<file path="src/verilog/renkon_defs.svh">
`ifndef RENKON_DEFS_SVH
`define RENKON_DEFS_SVH

// signed fixed point word, the lower half of it is fraction
`define DWIDTH 16

// depth of one line buffer in pixels
`define IMG_MAX_WIDTH 32

// width of the frame size and position fields
`define IMG_SIZE_BITS 6

// sampling edge of a completing pixel to out_valid, window register plus four tree stages
`define CONV_LATENCY 5

`endif

</file>
<file path="src/verilog/renkon_pkg.sv">
`include "renkon_defs.svh"

package renkon_pkg;

  typedef logic signed [`DWIDTH-1:0] pixel_t;

  // p0 is the top-left pixel of the window and p8 the newest one
  typedef struct packed {
    pixel_t p0;
    pixel_t p1;
    pixel_t p2;
    pixel_t p3;
    pixel_t p4;
    pixel_t p5;
    pixel_t p6;
    pixel_t p7;
    pixel_t p8;
  } window_t;

  typedef struct packed {
    pixel_t w0;
    pixel_t w1;
    pixel_t w2;
    pixel_t w3;
    pixel_t w4;
    pixel_t w5;
    pixel_t w6;
    pixel_t w7;
    pixel_t w8;
  } kernel_t;

  typedef struct packed {
    logic [`IMG_SIZE_BITS-1:0] width;
    logic [`IMG_SIZE_BITS-1:0] height;
  } frame_cfg_t;

  typedef enum logic [1:0] {
    IDLE,
    RUN,
    DRAIN
  } conv_state_t;

endpackage

</file>
<file path="src/verilog/line_window.sv">
`timescale 1ns/1ps
`include "renkon_defs.svh"

module line_window (
  input  logic                      clk,
  input  logic                      xrst,
  input  logic                      pixel_accept,
  input  renkon_pkg::pixel_t        pixel,
  input  logic [`IMG_SIZE_BITS-1:0] width,
  output renkon_pkg::window_t       window
);

  localparam int ADDR_BITS = $clog2(`IMG_MAX_WIDTH);

  // line_up1 holds the row above the incoming pixel, line_up2 the one above that
  renkon_pkg::pixel_t        line_up1 [`IMG_MAX_WIDTH];
  renkon_pkg::pixel_t        line_up2 [`IMG_MAX_WIDTH];
  logic [`IMG_SIZE_BITS-1:0] col;
  logic [`IMG_SIZE_BITS-1:0] last_col;
  logic [ADDR_BITS-1:0]      addr;
  renkon_pkg::pixel_t        above1;
  renkon_pkg::pixel_t        above2;
  renkon_pkg::pixel_t [0:2]  row_top;
  renkon_pkg::pixel_t [0:2]  row_mid;
  renkon_pkg::pixel_t [0:2]  row_bot;

  assign last_col = width - 1'b1;
  assign addr     = col[ADDR_BITS-1:0];
  assign above1   = line_up1[addr];
  assign above2   = line_up2[addr];

  // column pointer ends at zero after a whole frame, so the next frame lines up
  always_ff @(posedge clk or negedge xrst) begin
    if (!xrst) begin
      col <= '0;
    end else if (pixel_accept) begin
      if (col == last_col) begin
        col <= '0;
      end else begin
        col <= col + 1'b1;
      end
    end
  end

  // each accepted pixel pushes the column down by one row
  always_ff @(posedge clk) begin
    if (pixel_accept) begin
      line_up1[addr] <= pixel;
      line_up2[addr] <= above1;
    end
  end

  // the newest column enters at index 2 of each row
  always_ff @(posedge clk) begin
    if (pixel_accept) begin
      row_top <= {row_top[1], row_top[2], above2};
      row_mid <= {row_mid[1], row_mid[2], above1};
      row_bot <= {row_bot[1], row_bot[2], pixel};
    end
  end

  // index 0 of a packed [0:2] array is its most significant element, which maps to p0
  assign window = {row_top, row_mid, row_bot};

endmodule

</file>
<file path="config.mk">
export PLATFORM = sky130hd
export DESIGN_NAME = line_window
export DESIGN_NICKNAME = d
export VERILOG_FILES = /design/src/verilog/renkon_pkg.sv /design/src/verilog/line_window.sv
export VERILOG_INCLUDE_DIRS = /design/src /design/src/verilog
export SDC_FILE = /design/constraint.sdc
export NUM_CORES = 1
export LEC_CHECK = 0
export ABC_AREA = 1
export ABC_CLOCK_PERIOD_IN_PS = 4300
export BUFFER_PORTS_ARGS = -buffer_cell sky130_fd_sc_hd__buf_2
export CORE_UTILIZATION = 35
export DETAILED_ROUTE_END_ITERATION = 8
export GPL_ROUTABILITY_DRIVEN = 0
export PLACE_DENSITY = 0.62
export SETUP_SLACK_MARGIN = 0.4
export SLEW_MARGIN = 20
export SYNTH_ARGS = -nofsm -noshare
export SYNTH_HDL_FRONTEND = slang
export SYNTH_SLANG_ARGS = --single-unit
</file>
<file path="constraint.sdc">
create_clock -name clk -period 4.3 [get_ports clk]
set_input_delay 0.86 -clock clk [delete_from_list [all_inputs] [get_ports clk]]
set_output_delay 0.86 -clock clk [all_outputs]
set_load 0.03 [all_outputs]
</file>
==> out/metrics.yaml <==
synth_compound_area_frac: 0.0860
vias: 27900
relSlewSlack: 0.341
die_y_um: 362
yosys_register_bits: 1174
syn_area_mm2: 0.0453
layout_common_cells: "1168 x edfxtp_1, 810 x nor2_1, 490 x o21ai_0"
setup_viol: 0
final_util: 0.410
hp-class: "flip-flop to flip-flop"
drive_above_1_share: 0.125
layout.nets: 3709
antenna_found_initial: 3
ir_drop_v: 0.000506
wl_per_cell_um: 21.5
post_dp_cell_area_mm2: 0.0485
drc_errors: 0
p_leak_uw: 0.0178
synth_cells: 3499
power_frac_seq: 0.441
skew_ns: 0.0673
synth-simple-area-share: 0.110
grt_max_degree: 192
period_needed_ns: 3.10
wl_um: 118000
slew_viol_final: 0
grt_pass1_wl_um: 174000
power_uw: 36600
cts_sinks: 1174
yosys_warnings: 0
die_area_mm2: 0.131
run_status: "completed"
final_common_cell: "edfxtp_1"
ant_nets: 0
power_switching_uw: 12500
rsz0062_at_grt: "false"
cts-resized-gates: 0
first_global_vias: 26400
arrival_ns: 3.61
finalHoldViolations: 0
area_delta_synth_final_pct: 15.9
synthTopCellsByArea: "edfxtp_1 77%, nor2_1 7.0%, o21ai_0 5.4%"
cts_root_buf: "clkbuf_16"
drv_cap: 0
cp-start-kind: "flip-flop"
core_mm2: 0.128
die-width_um: 362
muxShareOfSynthArea: 0
synthAdderAreaFrac: 0.00138
portBuffers: 168
yosysTopAreaCellShare: 0.774
cts_buffers: 121
power.internal_uw: 24100
holdBufCountCts: 1
switching_share: 0.342
num_rows: 131
htree_levels: 3
setup_tns_ns: 0
fmax_mhz: 323
clk-insertion-delay-late_ns: 0.76
worst_slew_pin_slew_ns: 0.988
critPathCaptureType: "flip-flop"
synth_top_family_by_area: "simple AND/OR/NAND/NOR gates"
gr-total-overflow: 0
yosysTopAreaCell: "edfxtp_1"
drt_iter0_markers: 3048
final_cell_area_mm2: 0.0525
cts.path.max_buffers: 3
period_share: 0.720
tritoncts: "done"
synth-seq-area-share: 0.778
synth_fp_nets: 3529
clk_pin_slew_worst_paths_ns: 0.06
grt_usage: 0.178
criticalPathCategory: "flip-flop to flip-flop"
cp_max_fo: 191
synth_cell_types: 23
synthXorXnorAreaFrac: 0.000773
ios: 169
dp_hpwl_um: 62400
vias_per_cell: 5.05
firstDrtPassIters: 7
power.density_mw_per_mm2: 698
cp.required_ns: 4.82
combPwrFrac: 0.274
cts_setup_buffers: 0
avgSynthCellArea_um2: 12.9
pwr-share-clk: 0.285
start_util: 0.354
-- flip-flops by register name, summed over array words and instances, names as in the netlist --
register	cells
col	6
line_up2	512
line_up1	512
window	144
-- critical path, cell delays in order (launching register included) --
cell     delay, ns
dfrtp_4       0.76
buf_12        0.66
o21ai_0       0.27
o21ai_1       0.18
nand2_1       0.13
nand2_1       0.12
nor2_1        0.04
nand2_1       0.13
buf_4         0.33
-- power by group through the flow --
stage	Sequential (µW)	Combinational, µW	Clock, µW
6_report	16200	10000	10400
5_1_grt	16300	11000	11100
4_1_cts	16200	10000	10600
3_5_place_dp	16400	10000	0
3_3_place_gp	16400	9880	0
2_1_floorplan	17000	5300	0
-- cell usage after synthesis (all sizes together) --
library cell and count:
ha 5, clkbuf 90, nor2 848, nor3 3
xnor2 1, o22ai 32, nand4 1, dfrtp 6
o21ai 738, buf 107, nand2 460, xor2 3
nand3 7, inv 30, edfxtp 1168
-- per-stage QoR --
stage	worst slack, ns	hold slack (ns)	instances
floorplan	1.12	0.564	3499
global placement	1.27	0.422	5281
detailed placement	1.22	0.430	5283
CTS	1.24	0.389	5508
global route	1.01	0.392	5509
finish	1.20	0.438	5511
-- final cells by class --
| cell class | count | area (µm²) |
|---|---|---|
| diodes | 2 | 5.00 |
| inverters | 30 | 123 |
| repair buffers | 254 | 1750 |
| clock inverters | 76 | 845 |
| multi-input cells | 2098 | 9260 |
| fillers | 11700 | 75500 |
| flip-flops and latches | 1174 | 35200 |
| clock buffers | 148 | 3130 |
| well taps | 1729 | 2160 |
-- cell families (layout without fill, tap and decap cells) --
kind of cell / Yosys count / count (layout)
AO/OA/AOI/OAI: 770 / 770
XOR/XNOR: 4 / 4
other: 0 / 2
adder cells (fa/ha/maj): 5 / 5
AND/OR/NAND/NOR: 1319 / 1319
buffers and inverters: 227 / 508
flip-flops: 1174 / 1174
-- routing by layer --
layer	wire length [µm]	GRT usage	share of wire	vias to the layer above
li1	-	-	-	12800
met1	50900	0.249	0.43	13800
met2	55500	0.286	0.47	1102
met3	8810	0.0304	0.074	178
met4	3040	0.0500	0.026	0
met5	0	0	0	-
-- worst paths after layout --
kind | start | endpoint | slack [ns] | cells past startpoint
worst max-delay path | col[1] | line_up2[13][14] | 1.20 | 8
worst min-delay path | window[4] | window[20] | 0.44 | 0
worst max register to register | col[1] | line_up2[13][14] | 1.20 | 8
worst min register to register | window[4] | window[20] | 0.44 | 0
max in group asynchronous | xrst | col[1] | 3.54 | 2
min in group asynchronous | xrst | col[0] | 0.57 | 2
No activity file was read; power rests on OpenSTA's default activity.
