<file path="config.mk">
export PLATFORM = sky130hd
export DESIGN_NAME = pixel_counter
export DESIGN_NICKNAME = d
export VERILOG_FILES = /design/src/verilog/renkon_pkg.sv /design/src/verilog/pixel_counter.sv
export VERILOG_INCLUDE_DIRS = /design/src /design/src/verilog
export SDC_FILE = /design/constraint.sdc
export NUM_CORES = 1
export LEC_CHECK = 0
export BUFFER_PORTS_ARGS = -buffer_cell sky130_fd_sc_hd__buf_2
export CORE_MARGIN = 3
export CORE_UTILIZATION = 50
export CTS_BUF_LIST = sky130_fd_sc_hd__clkbuf_4
export CTS_CLUSTER_DIAMETER = 80
export CTS_CLUSTER_SIZE = 16
export DETAILED_ROUTE_END_ITERATION = 7
export PLACE_DENSITY_LB_ADDON = 0.05
export RECOVER_POWER = 100
export SYNTH_ARGS = -nofsm -noshare
export SYNTH_HDL_FRONTEND = slang
export SYNTH_SLANG_ARGS = --single-unit
</file>
<file path="constraint.sdc">
create_clock -name clk -period 2.2 [get_ports clk]
set_input_delay 0.33 -clock clk [delete_from_list [all_inputs] [get_ports clk]]
set_output_delay 0.33 -clock clk [all_outputs]
set_load 0.01 [all_outputs]
</file>
<file path="src/verilog/renkon_defs.svh">
`ifndef RENKON_DEFS_SVH
`define RENKON_DEFS_SVH

// signed fixed point word, the lower half of it is fraction
`define DWIDTH 16

// depth of one line buffer in pixels
`define IMG_MAX_WIDTH 32

// width of the frame size and position fields
`define IMG_SIZE_BITS 6

// sampling edge of a completing pixel to out_valid, window register plus four tree stages
`define CONV_LATENCY 5

`endif

</file>
<file path="src/verilog/renkon_pkg.sv">
`include "renkon_defs.svh"

package renkon_pkg;

  typedef logic signed [`DWIDTH-1:0] pixel_t;

  // p0 is the top-left pixel of the window and p8 the newest one
  typedef struct packed {
    pixel_t p0;
    pixel_t p1;
    pixel_t p2;
    pixel_t p3;
    pixel_t p4;
    pixel_t p5;
    pixel_t p6;
    pixel_t p7;
    pixel_t p8;
  } window_t;

  typedef struct packed {
    pixel_t w0;
    pixel_t w1;
    pixel_t w2;
    pixel_t w3;
    pixel_t w4;
    pixel_t w5;
    pixel_t w6;
    pixel_t w7;
    pixel_t w8;
  } kernel_t;

  typedef struct packed {
    logic [`IMG_SIZE_BITS-1:0] width;
    logic [`IMG_SIZE_BITS-1:0] height;
  } frame_cfg_t;

  typedef enum logic [1:0] {
    IDLE,
    RUN,
    DRAIN
  } conv_state_t;

endpackage

</file>
<file path="src/verilog/pixel_counter.sv">
`timescale 1ns/1ps
`include "renkon_defs.svh"

module pixel_counter (
  input  logic                   clk,
  input  logic                   xrst,
  input  logic                   frame_start,
  input  logic                   pixel_accept,
  input  renkon_pkg::frame_cfg_t cfg,
  output logic                   window_valid,
  output logic                   last_pixel
);

  renkon_pkg::frame_cfg_t    cfg_q;
  logic [`IMG_SIZE_BITS-1:0] col;
  logic [`IMG_SIZE_BITS-1:0] row;
  logic [`IMG_SIZE_BITS-1:0] last_col;
  logic [`IMG_SIZE_BITS-1:0] last_row;
  logic                      col_end;

  assign last_col = cfg_q.width - 1'b1;
  assign last_row = cfg_q.height - 1'b1;
  assign col_end  = (col == last_col);

  // high in the cycle that the final pixel of the frame is taken
  assign last_pixel = pixel_accept && col_end && (row == last_row);

  always_ff @(posedge clk or negedge xrst) begin
    if (!xrst) begin
      cfg_q        <= '0;
      col          <= '0;
      row          <= '0;
      window_valid <= 1'b0;
    end else begin
      // a window is complete once two rows and two columns lie behind the pixel
      window_valid <= pixel_accept && (col >= 'd2) && (row >= 'd2);
      if (frame_start) begin
        cfg_q <= cfg;
        col   <= '0;
        row   <= '0;
      end else if (pixel_accept) begin
        if (col_end) begin
          col <= '0;
          row <= row + 1'b1;
        end else begin
          col <= col + 1'b1;
        end
      end
    end
  end

endmodule

</file>
==> run metrics <==
vias in the first global route=1135; final number of hold-violating endpoints=0; DRT Wirelength=2920 um; Worst Slack Setup Final=-221 ps; RSZ-0062 raised after global routing=yes; Post-DP Area=between 1500 and 2000 um^2; initial core utilization=between 50% and 60%; clock buffer count from CTS=3; critical path fanouts, max=3; clk buf depth=2; status=finished, violations left; hold slack=218 ps; fillers=~250; pre-CTS WS=around 11 ps; vias after detailed routing=between 1000 and 1500; initial DRC count=34; crit path DAT=between 2000 and 2500 ps; detailed placement HPWL=~2200 um; layout cell share with drive strength beyond 1=26.6%; failing checks=setup timing; 1st-pass router iterations=4; core area=roughly 2900 um^2; Final min period=roughly 2400 ps; Area Growth Syn to Fin=14.0%; Design Area, Final=1750 um^2; detailed-route wire length per cell=14.1 um; number of synthesis warnings=0; DIE HEIGHT=around 61 um; Worst-path clk slew=130 ps; Post-DRT Antenna Nets=0; LEAKAGE=a little under 0.8 nW; I/O Pins=18; Slew @ Worst Pin=about 1500 ps; maximum vdd drop=0.000304 V; Seq/Total Area, Yosys=40.7%; Port Buf Inserts=17; TritonCTS clock tree=yes; cts hold-fix bufs=0; worst skew pair latency=approximately 310 ps; Crit-path slowest cell=dfrtp_1; # setup viols final=2; final worst path period share=110%; FP Rows=19; power per cell area=between 500 and 600 nW/um^2; first-pass GRT wire length=roughly 5000 um; Worst path max stage delay=~430 ps; Sink Count=25; CTS root buf=clkbuf_4; Worst Skew=about 6.3 ps; Hold WC Path Type=input pin to register; endpoint class of the critical path=output pin; synthesized area=1540 um^2; Crit path max-delay family=simple AND/OR/NAND/NOR gates; Mapped Cells=between 150 and 200; critical path class=register to output pin; Startpoint Class=register; gr ovfl total=0; mean cell area of the mapped netlist=between 9 and 10 um^2; Die ar.=between 3000 and 4000 um^2; Fmax=~410 MHz; Final nets=200; CP bufs+invs=1; H-tree Lvls=1; syn_nets=178; drt drc=0; vias per cell=between 5 and 6; All-Layer GR Usage=around 17%; #FFs+latches synth=25; max-slew violation count=0; post-synth cell types=33; Critical Path RT=1870 ps; crit-path cells=or3_4 > o31a_4 > o2111ai_4 > nor3_4 > and3_1 > buf_2; antenna violations before repair=0; routability cong.=approximately 0.8; pin count of the biggest net entering global routing=38; Max Cap Violations=0; Die X=61.5 um; # diodes=0; Worst slew margin=around 1.4%
## registers in the layout (all words and copies together) (netlist names)
| name | cells |
|---|---|
| cfg_q | 12 |
| window_valid | 1 |
| col | 6 |
| row | 6 |
## cell type report
| class | instances | area (um^2) | share of cell area, % |
|---|---|---|---|
| well taps | 31 | 38.8 | 2.21 |
| flip-flops and latches | 25 | 626 | 35.7 |
| repair buffers | 22 | 123 | 7.00 |
| multi-input cells | 118 | 906 | 51.7 |
| inverters | 8 | 30.0 | 1.71 |
| clock buffers | 4 | 30.0 | 1.71 |
## repair_timing
action / CTS / global route
pin swaps: 5 / 5
gates resized for setup: 5 / 6
hold endpoints to repair: 0 / 0
buffers inserted: 2 / 1
setup endpoints to repair: 3 / 4
## per-stage QoR
| stage | power, W | setup TNS, ps | utilization, % | cells |
|---|---|---|---|---|
| after floorplan | 0.000656 | 0 | - | 156 |
| final | 0.000933 | -221 | 61.4 | 208 |
| after global placement | 0.000701 | 0 | 58.1 | 201 |
| after CTS | 0.000935 | -188 | 60.3 | 207 |
| after detailed placement | 0.000709 | 0 | 58.1 | 201 |
| after global routing | 0.000987 | -474 | 61.4 | 208 |
## layer usage
layer / part of all wire, % / GRT usage (%)
met1: 45 / 22.3
met2: 51 / 29.2
met3: 2.6 / 2.94
met4: 1.4 / 6.67
met5: 0 / 0
## cells by family after synthesis
group,share of synthesized area (%)
AO/OA/AOI/OAI,10.7
XOR/XNOR,8.54
adder cells (fa/ha/maj),4.88
buffers and inverters,3.17
flip-flops,40.7
multiplexers,9.52
AND/OR/NAND/NOR,22.5
## path summary, 6_finish.rpt
path                            slack (ps)                   end  depth (start not counted)                  from
worst max-delay path                  -220            last_pixel                          6  cfg_q[6]$_DFFE_PN0P_
worst min-delay path                   220  cfg_q[8]$_DFFE_PN0P_                          3                cfg[8]
worst max register to register           0    row[5]$_DFFE_PN0P_                          6  cfg_q[6]$_DFFE_PN0P_
worst min register to register         540  cfg_q[5]$_DFFE_PN0P_                          1  cfg_q[5]$_DFFE_PN0P_
max in group asynchronous             1150  cfg_q[5]$_DFFE_PN0P_                          1                  xrst
min in group asynchronous              280    col[2]$_DFFE_PN0P_                          1                  xrst
## Yosys cell counts, drive strengths merged
cell | count | share of area (%)
inv | 8 | 2.0
and3 | 4 | 1.6
o41ai | 1 | 0.57
xor2 | 3 | 1.7
o31ai | 2 | 0.98
nor2 | 16 | 3.9
nand2b | 3 | 1.2
buf | 1 | 0.24
or3 | 1 | 0.73
o32ai | 1 | 0.57
o2111ai | 1 | 1.7
dfrtp | 25 | 41
nor4 | 5 | 3.0
and4 | 1 | 0.57
nand3b | 3 | 1.5
o211ai | 1 | 0.49
ha | 6 | 4.9
xnor2 | 12 | 6.8
a21oi | 2 | 0.65
nand2 | 9 | 2.2
o2111a | 1 | 0.73
o31a | 1 | 0.65
a31oi | 1 | 0.41
o21ai | 12 | 3.9
clkbuf | 4 | 0.98
nand4 | 1 | 0.41
nand3 | 4 | 1.3
or4 | 3 | 1.5
nor2b | 4 | 1.6
nor3 | 7 | 3.0
mux2 | 13 | 9.5
## power breakdown
part	internal (W)	switching [W]	leakage, nW
clock network	0.0000830	0.000128	0.0184
registers	0.000485	0.0000328	0.323
logic	0.0000983	0.000106	0.430
total	0.000666	0.000267	0.771
## tightest hold or removal path, stage by stage
cell     delay [ps]
buf_2            70
nand2_1          40
o21ai_0          60
## cells in the final DEF (no fill, tap or decap), types with 3 or more instances in the layout
cell type,netlist,final
or4_1,3,3
nand3_1,4,4
nand3b_1,3,3
buf_2,0,14
clkbuf_4,0,4
mux2_2,13,13
inv_1,8,7
and3_1,4,4
xnor2_1,12,10
o21ai_0,12,10
nor2_1,16,14
nor2b_1,4,4
clkbuf_1,4,3
nand2_1,9,9
nor3_1,6,6
ha_1,6,6
buf_4,0,4
dfrtp_1,25,25
nor4_1,4,4
nand2b_1,3,3
xor2_1,3,3
Note: power is estimated with default switching activity, not from simulation.
