File: src/verilog/renkon_defs.svh
`ifndef RENKON_DEFS_SVH
`define RENKON_DEFS_SVH

// signed fixed point word, the lower half of it is fraction
`define DWIDTH 16

// depth of one line buffer in pixels
`define IMG_MAX_WIDTH 32

// width of the frame size and position fields
`define IMG_SIZE_BITS 6

// sampling edge of a completing pixel to out_valid, window register plus four tree stages
`define CONV_LATENCY 5

`endif

File: src/verilog/renkon_pkg.sv
`include "renkon_defs.svh"

package renkon_pkg;

  typedef logic signed [`DWIDTH-1:0] pixel_t;

  // p0 is the top-left pixel of the window and p8 the newest one
  typedef struct packed {
    pixel_t p0;
    pixel_t p1;
    pixel_t p2;
    pixel_t p3;
    pixel_t p4;
    pixel_t p5;
    pixel_t p6;
    pixel_t p7;
    pixel_t p8;
  } window_t;

  typedef struct packed {
    pixel_t w0;
    pixel_t w1;
    pixel_t w2;
    pixel_t w3;
    pixel_t w4;
    pixel_t w5;
    pixel_t w6;
    pixel_t w7;
    pixel_t w8;
  } kernel_t;

  typedef struct packed {
    logic [`IMG_SIZE_BITS-1:0] width;
    logic [`IMG_SIZE_BITS-1:0] height;
  } frame_cfg_t;

  typedef enum logic [1:0] {
    IDLE,
    RUN,
    DRAIN
  } conv_state_t;

endpackage

File: src/verilog/conv_ctrl.sv
`timescale 1ns/1ps
`include "renkon_defs.svh"

module conv_ctrl (
  input  logic clk,
  input  logic xrst,
  input  logic start,
  input  logic last_pixel,
  input  logic pixel_valid,
  input  logic tree_valid,
  output logic busy,
  output logic frame_start,
  output logic pixel_accept,
  output logic done
);

  localparam int TIMER_BITS = $clog2(`CONV_LATENCY + 1);

  renkon_pkg::conv_state_t state;
  renkon_pkg::conv_state_t state_next;
  logic [TIMER_BITS-1:0]   drain_cnt;
  logic                    drain_end;

  assign frame_start  = start && (state == renkon_pkg::IDLE);
  assign pixel_accept = pixel_valid && (state == renkon_pkg::RUN);
  assign busy         = (state != renkon_pkg::IDLE);

  // the last window leaves the tree while the timer reads one
  // a frame too small to hold a window lets the timer run out instead
  assign drain_end = (drain_cnt == TIMER_BITS'(1) && tree_valid) || (drain_cnt == '0);

  always_comb begin
    state_next = state;
    case (state)
      renkon_pkg::IDLE: begin
        if (start) begin
          state_next = renkon_pkg::RUN;
        end
      end
      renkon_pkg::RUN: begin
        if (last_pixel) begin
          state_next = renkon_pkg::DRAIN;
        end
      end
      renkon_pkg::DRAIN: begin
        if (drain_end) begin
          state_next = renkon_pkg::IDLE;
        end
      end
      default: begin
        state_next = renkon_pkg::IDLE;
      end
    endcase
  end

  always_ff @(posedge clk or negedge xrst) begin
    if (!xrst) begin
      state     <= renkon_pkg::IDLE;
      drain_cnt <= '0;
      done      <= 1'b0;
    end else begin
      state <= state_next;
      done  <= (state == renkon_pkg::DRAIN) && drain_end;
      if (state == renkon_pkg::RUN && last_pixel) begin
        drain_cnt <= TIMER_BITS'(`CONV_LATENCY);
      end else if (state == renkon_pkg::DRAIN && drain_cnt != '0) begin
        drain_cnt <= drain_cnt - 1'b1;
      end
    end
  end

endmodule

File: config.mk
export PLATFORM = sky130hd
export DESIGN_NAME = conv_ctrl
export DESIGN_NICKNAME = d
export VERILOG_FILES = /design/src/verilog/renkon_pkg.sv /design/src/verilog/conv_ctrl.sv
export VERILOG_INCLUDE_DIRS = /design/src /design/src/verilog
export SDC_FILE = /design/constraint.sdc
export NUM_CORES = 1
export LEC_CHECK = 0
export BUFFER_PORTS_ARGS = -buffer_cell sky130_fd_sc_hd__buf_2
export CORE_AREA = 2 2 39 41
export CTS_CLUSTER_SIZE = 24
export DETAILED_ROUTE_END_ITERATION = 12
export DIE_AREA = 0 0 41 43
export GPL_TIMING_DRIVEN = 0
export PLACE_DENSITY = 0.45
export SLEW_MARGIN = 10
export SYNTH_ARGS = -nofsm -noshare
export SYNTH_HDL_FRONTEND = slang
export SYNTH_SLANG_ARGS = --single-unit
File: constraint.sdc
create_clock -name clk -period 3.4 [get_ports clk]
set_input_delay 0.34 -clock clk [delete_from_list [all_inputs] [get_ports clk]]
set_output_delay 0.34 -clock clk [all_outputs]
set_load 0.005 [all_outputs]
==> metrics.md <==
| Metric | Value |
|---|---|
| Predominant post-synthesis flop cell | `dfrtp_1` |
| Crit path largest cell delay | `0.40 ns` |
| Post-route minimum period | `between 1 and 1.5 ns` |
| Termination of the worst setup path | `drain_cnt[1]$_DFFE_PN0P_` |
| RSZ-0062 raised after global routing | `no` |
| R2R Path End | `drain_cnt[1]$_DFFE_PN0P_` |
| Worst reg2reg path depth | `5` |
| Cell taking the most area after synthesis | `dfrtp_1` |
| Port bufs | `9` |
| Worst R2R Setup Slack | `around 1.9 ns` |
| Pre-antenna DRT Iters | `4` |
| Synth Cell Area | `about 360 um2` |
| Hold WS | `0.4521 ns` |
| Initial core utilization | `0.2622` |
| Seq/Total Area, Yosys | `0.4138` |
| Top-count cell post-synth | `dfrtp_1` |
| HP Class | `in2async` |
| Pin count of the biggest net entering global routing | `11` |
| Power Density | `around 740 nW/um2` |
| Gr ovfl total | `0` |
| Post-DRT Antenna Nets | `0` |
| Fmax | `around 670 MHz` |
| CP endpoint kind | `flip-flop` |
| Routed WL per cell | `9.606 um` |
| Share of cells above drive strength 1 | `0.3400` |
| Post-Syn Instances | `37` |
| HPWL Detailed | `a little under 500 um` |
| First-pass GRT wire length | `approximately 960 um` |
| Mean Syn Cell Area | `~9.8 um2` |
| Vias in the first global route | `around 230` |
| Outcome | `finished clean` |
| #FFs+latches synth | `6` |
| Max-cap viol count | `0` |
| VDD IR max | `267.9 uV` |
| Worst skew pair latency | `roughly 0.24 ns` |
| Async set or reset register ratio after synthesis | `1.000` |
| Synth area leaders | `dfrtp_1 41%, ha_1 10%, mux2i_1 5.5%` |
| CP most frequent cell | `ha_1` |
| Clock Pin Slew Worst Setup and Hold Paths | `approximately 0.050 ns` |
| CTS tree | `built` |
| DR iter-0 viols | `4` |
| Site row count | `14` |
| Lkg Pwr | `about 0.26 nW` |
| Max Root-Sink Buffers | `2` |
| Final critical-path share of the clock period | `0.4396` |
| Setup crit start kind | `flip-flop` |
| Fin. Hold Viols | `0` |
| Synth top area share | `0.4138` |
| EDFF count, synth | `0` |
| Area Growth Syn to Fin | `26.90%` |
| Area post-placement | `about 430 um2` |
| Die area | `around 1800 um2` |
| Post-layout net count | `between 60 and 70` |
| Final Wtd Congestion | `around 0.64` |
| Worst-margin pin slew | `about 0.29 ns` |
| Critical path, cell by cell | `inv_1 -> ha_1 -> ha_1 -> nand2b_2 -> o311a_1` |
| Detailed-route via count | `294` |
| Critical path type | `reg2reg` |
| Core ar. | `1384 um2` |
| # diodes | `0` |
| Final WL | `approximately 630 um` |
| I/O pin total | `10` |
| CTS buffer count | `3` |
| CP max-delay cell | `dfrtp_1` |
| Clk_skew | `0.006059 ns` |
| Slew Limit Headroom | `0.8086` |
| Vias/cell | `between 4 and 5` |
| Initial antenna violation count | `0` |
| Final Max Slew Viols | `0` |
| Syn Nets | `46` |
| CTS H-Tree Depth | `1` |
| Max Fanout on Critical Path | `6` |
| Critical Path Source | `drain_cnt[0]$_DFFE_PN0P_` |
| R2r startpoint | `drain_cnt[0]$_DFFE_PN0P_` |
| Die width | `between 40 and 50 um` |
| Final non-filler cell area | `~460 um2` |
| Synth top cells by count | `6 x dfrtp_1, 5 x inv_1, 4 x nand2_1` |
| GRT Total Usage | `0.08770` |
| DIE HEIGHT | `43 um` |
| Final setup vio count | `0` |
| Netlist cell types | `19` |
| CTS sink cnt | `6` |
| PostCTS Resize Cnt | `0` |
| Setup total negative slack | `0 ns` |
| Critical path arrival | `approximately 1.6 ns` |
| DRC | `0` |
| Worst EP required | `roughly 3.5 ns` |
| CTS root buf | `clkbuf_4` |
| Synth warn | `0` |
-- worst min path at each step --
stage | from | endpoint | cells past startpoint
after floorplan | xrst | done$_DFF_PN0_ | 0
after global placement | xrst | state[1]$_DFFE_PN0P_ | 1
after detailed placement | xrst | done$_DFF_PN0_ | 1
after CTS | xrst | drain_cnt[2]$_DFFE_PN0P_ | 2
after global routing | tree_valid | state[1]$_DFFE_PN0P_ | 3
final | xrst | drain_cnt[2]$_DFFE_PN0P_ | 2
-- per-layer routing --
| layer | global-route usage | up-vias | part of all wire |
|---|---|---|---|
| li1 | - | 154 | - |
| met1 | 0.1107 | 127 | 0.45 |
| met2 | 0.1000 | 11 | 0.42 |
| met3 | 0.07853 | 2 | 0.11 |
| met4 | 0.04000 | 0 | 0.017 |
| met5 | 0 | - | 0 |
-- registers in the layout, summed over array words and instances, names as in the netlist --
register / flops
drain_cnt: 3
done: 1
state: 2
-- where the power goes --
part	total, mW	switching, mW	internal [mW]
Combinational	0.158	0.0790	0.0785
Clock	0.0649	0.0251	0.0399
Sequential	0.120	0.0216	0.0988
Total	0.343	0.126	0.217
-- stage by stage --
| step | cells | setup WS, ns | total power [mW] | util |
|---|---|---|---|---|
| CTS | 66 | 1.903 | 0.3498 | 0.3327 |
| global route | 66 | 1.839 | 0.3782 | 0.3327 |
| global placement | 62 | 1.913 | 0.2808 | 0.3092 |
| floorplan | 37 | 1.999 | 0.2390 | - |
| finish | 66 | 1.905 | 0.3428 | 0.3327 |
| detailed placement | 62 | 1.910 | 0.2800 | 0.3092 |
-- repair_timing --
| item | in CTS | in global routing |
|---|---|---|
| endpoints found under the hold margin | 6 | 0 |
| buffers inserted | 0 | 0 |
| hold buffers | 1 | 0 |
-- layout by cell type (no fill, tap or decap), drive strengths merged --
| cell type | instances |
|---|---|
| o21ai | 3 |
| and2b | 1 |
| nor2b | 1 |
| o311a | 1 |
| buf | 10 |
| o31ai | 1 |
| dfrtp | 6 |
| o311ai | 1 |
| mux2i | 2 |
| or2 | 1 |
| ha | 3 |
| nand2 | 4 |
| nor3b | 1 |
| nand2b | 1 |
| inv | 5 |
| dlygate4sd3 | 1 |
| clkbuf | 3 |
| nor2 | 3 |
| and3b | 2 |
-- critical path: cells and delay by family, from the launching register on --
family | cells | cell delay [ns]
fa+ha+maj | 2 | 0.37
buf+inv | 1 | 0.06
flops | 1 | 0.40
simple gates | 1 | 0.23
compound gates | 1 | 0.31
-- final cells by class --
class	instances	area [um2]
clock buffers	3	22.52
repair buffers	10	55.05
plain buffers	1	7.507
well taps	16	20.02
flip-flops and latches	6	150.1
multi-input cells	25	186.4
inverters	5	18.77
fillers	151	923.4
-- cell families (layout without fill, tap and decap cells) --
group / after synthesis / count (layout) / share of synthesized area
AOI/OAI and AO/OA: 6 / 6 / 0.1138
muxes: 2 / 2 / 0.05517
DFF: 6 / 6 / 0.4138
and+or+nand+nor: 14 / 14 / 0.2414
adders and majority gates: 3 / 3 / 0.1035
buffers and inverters: 6 / 19 / 0.07243
Note: power is estimated with default switching activity, not from simulation.
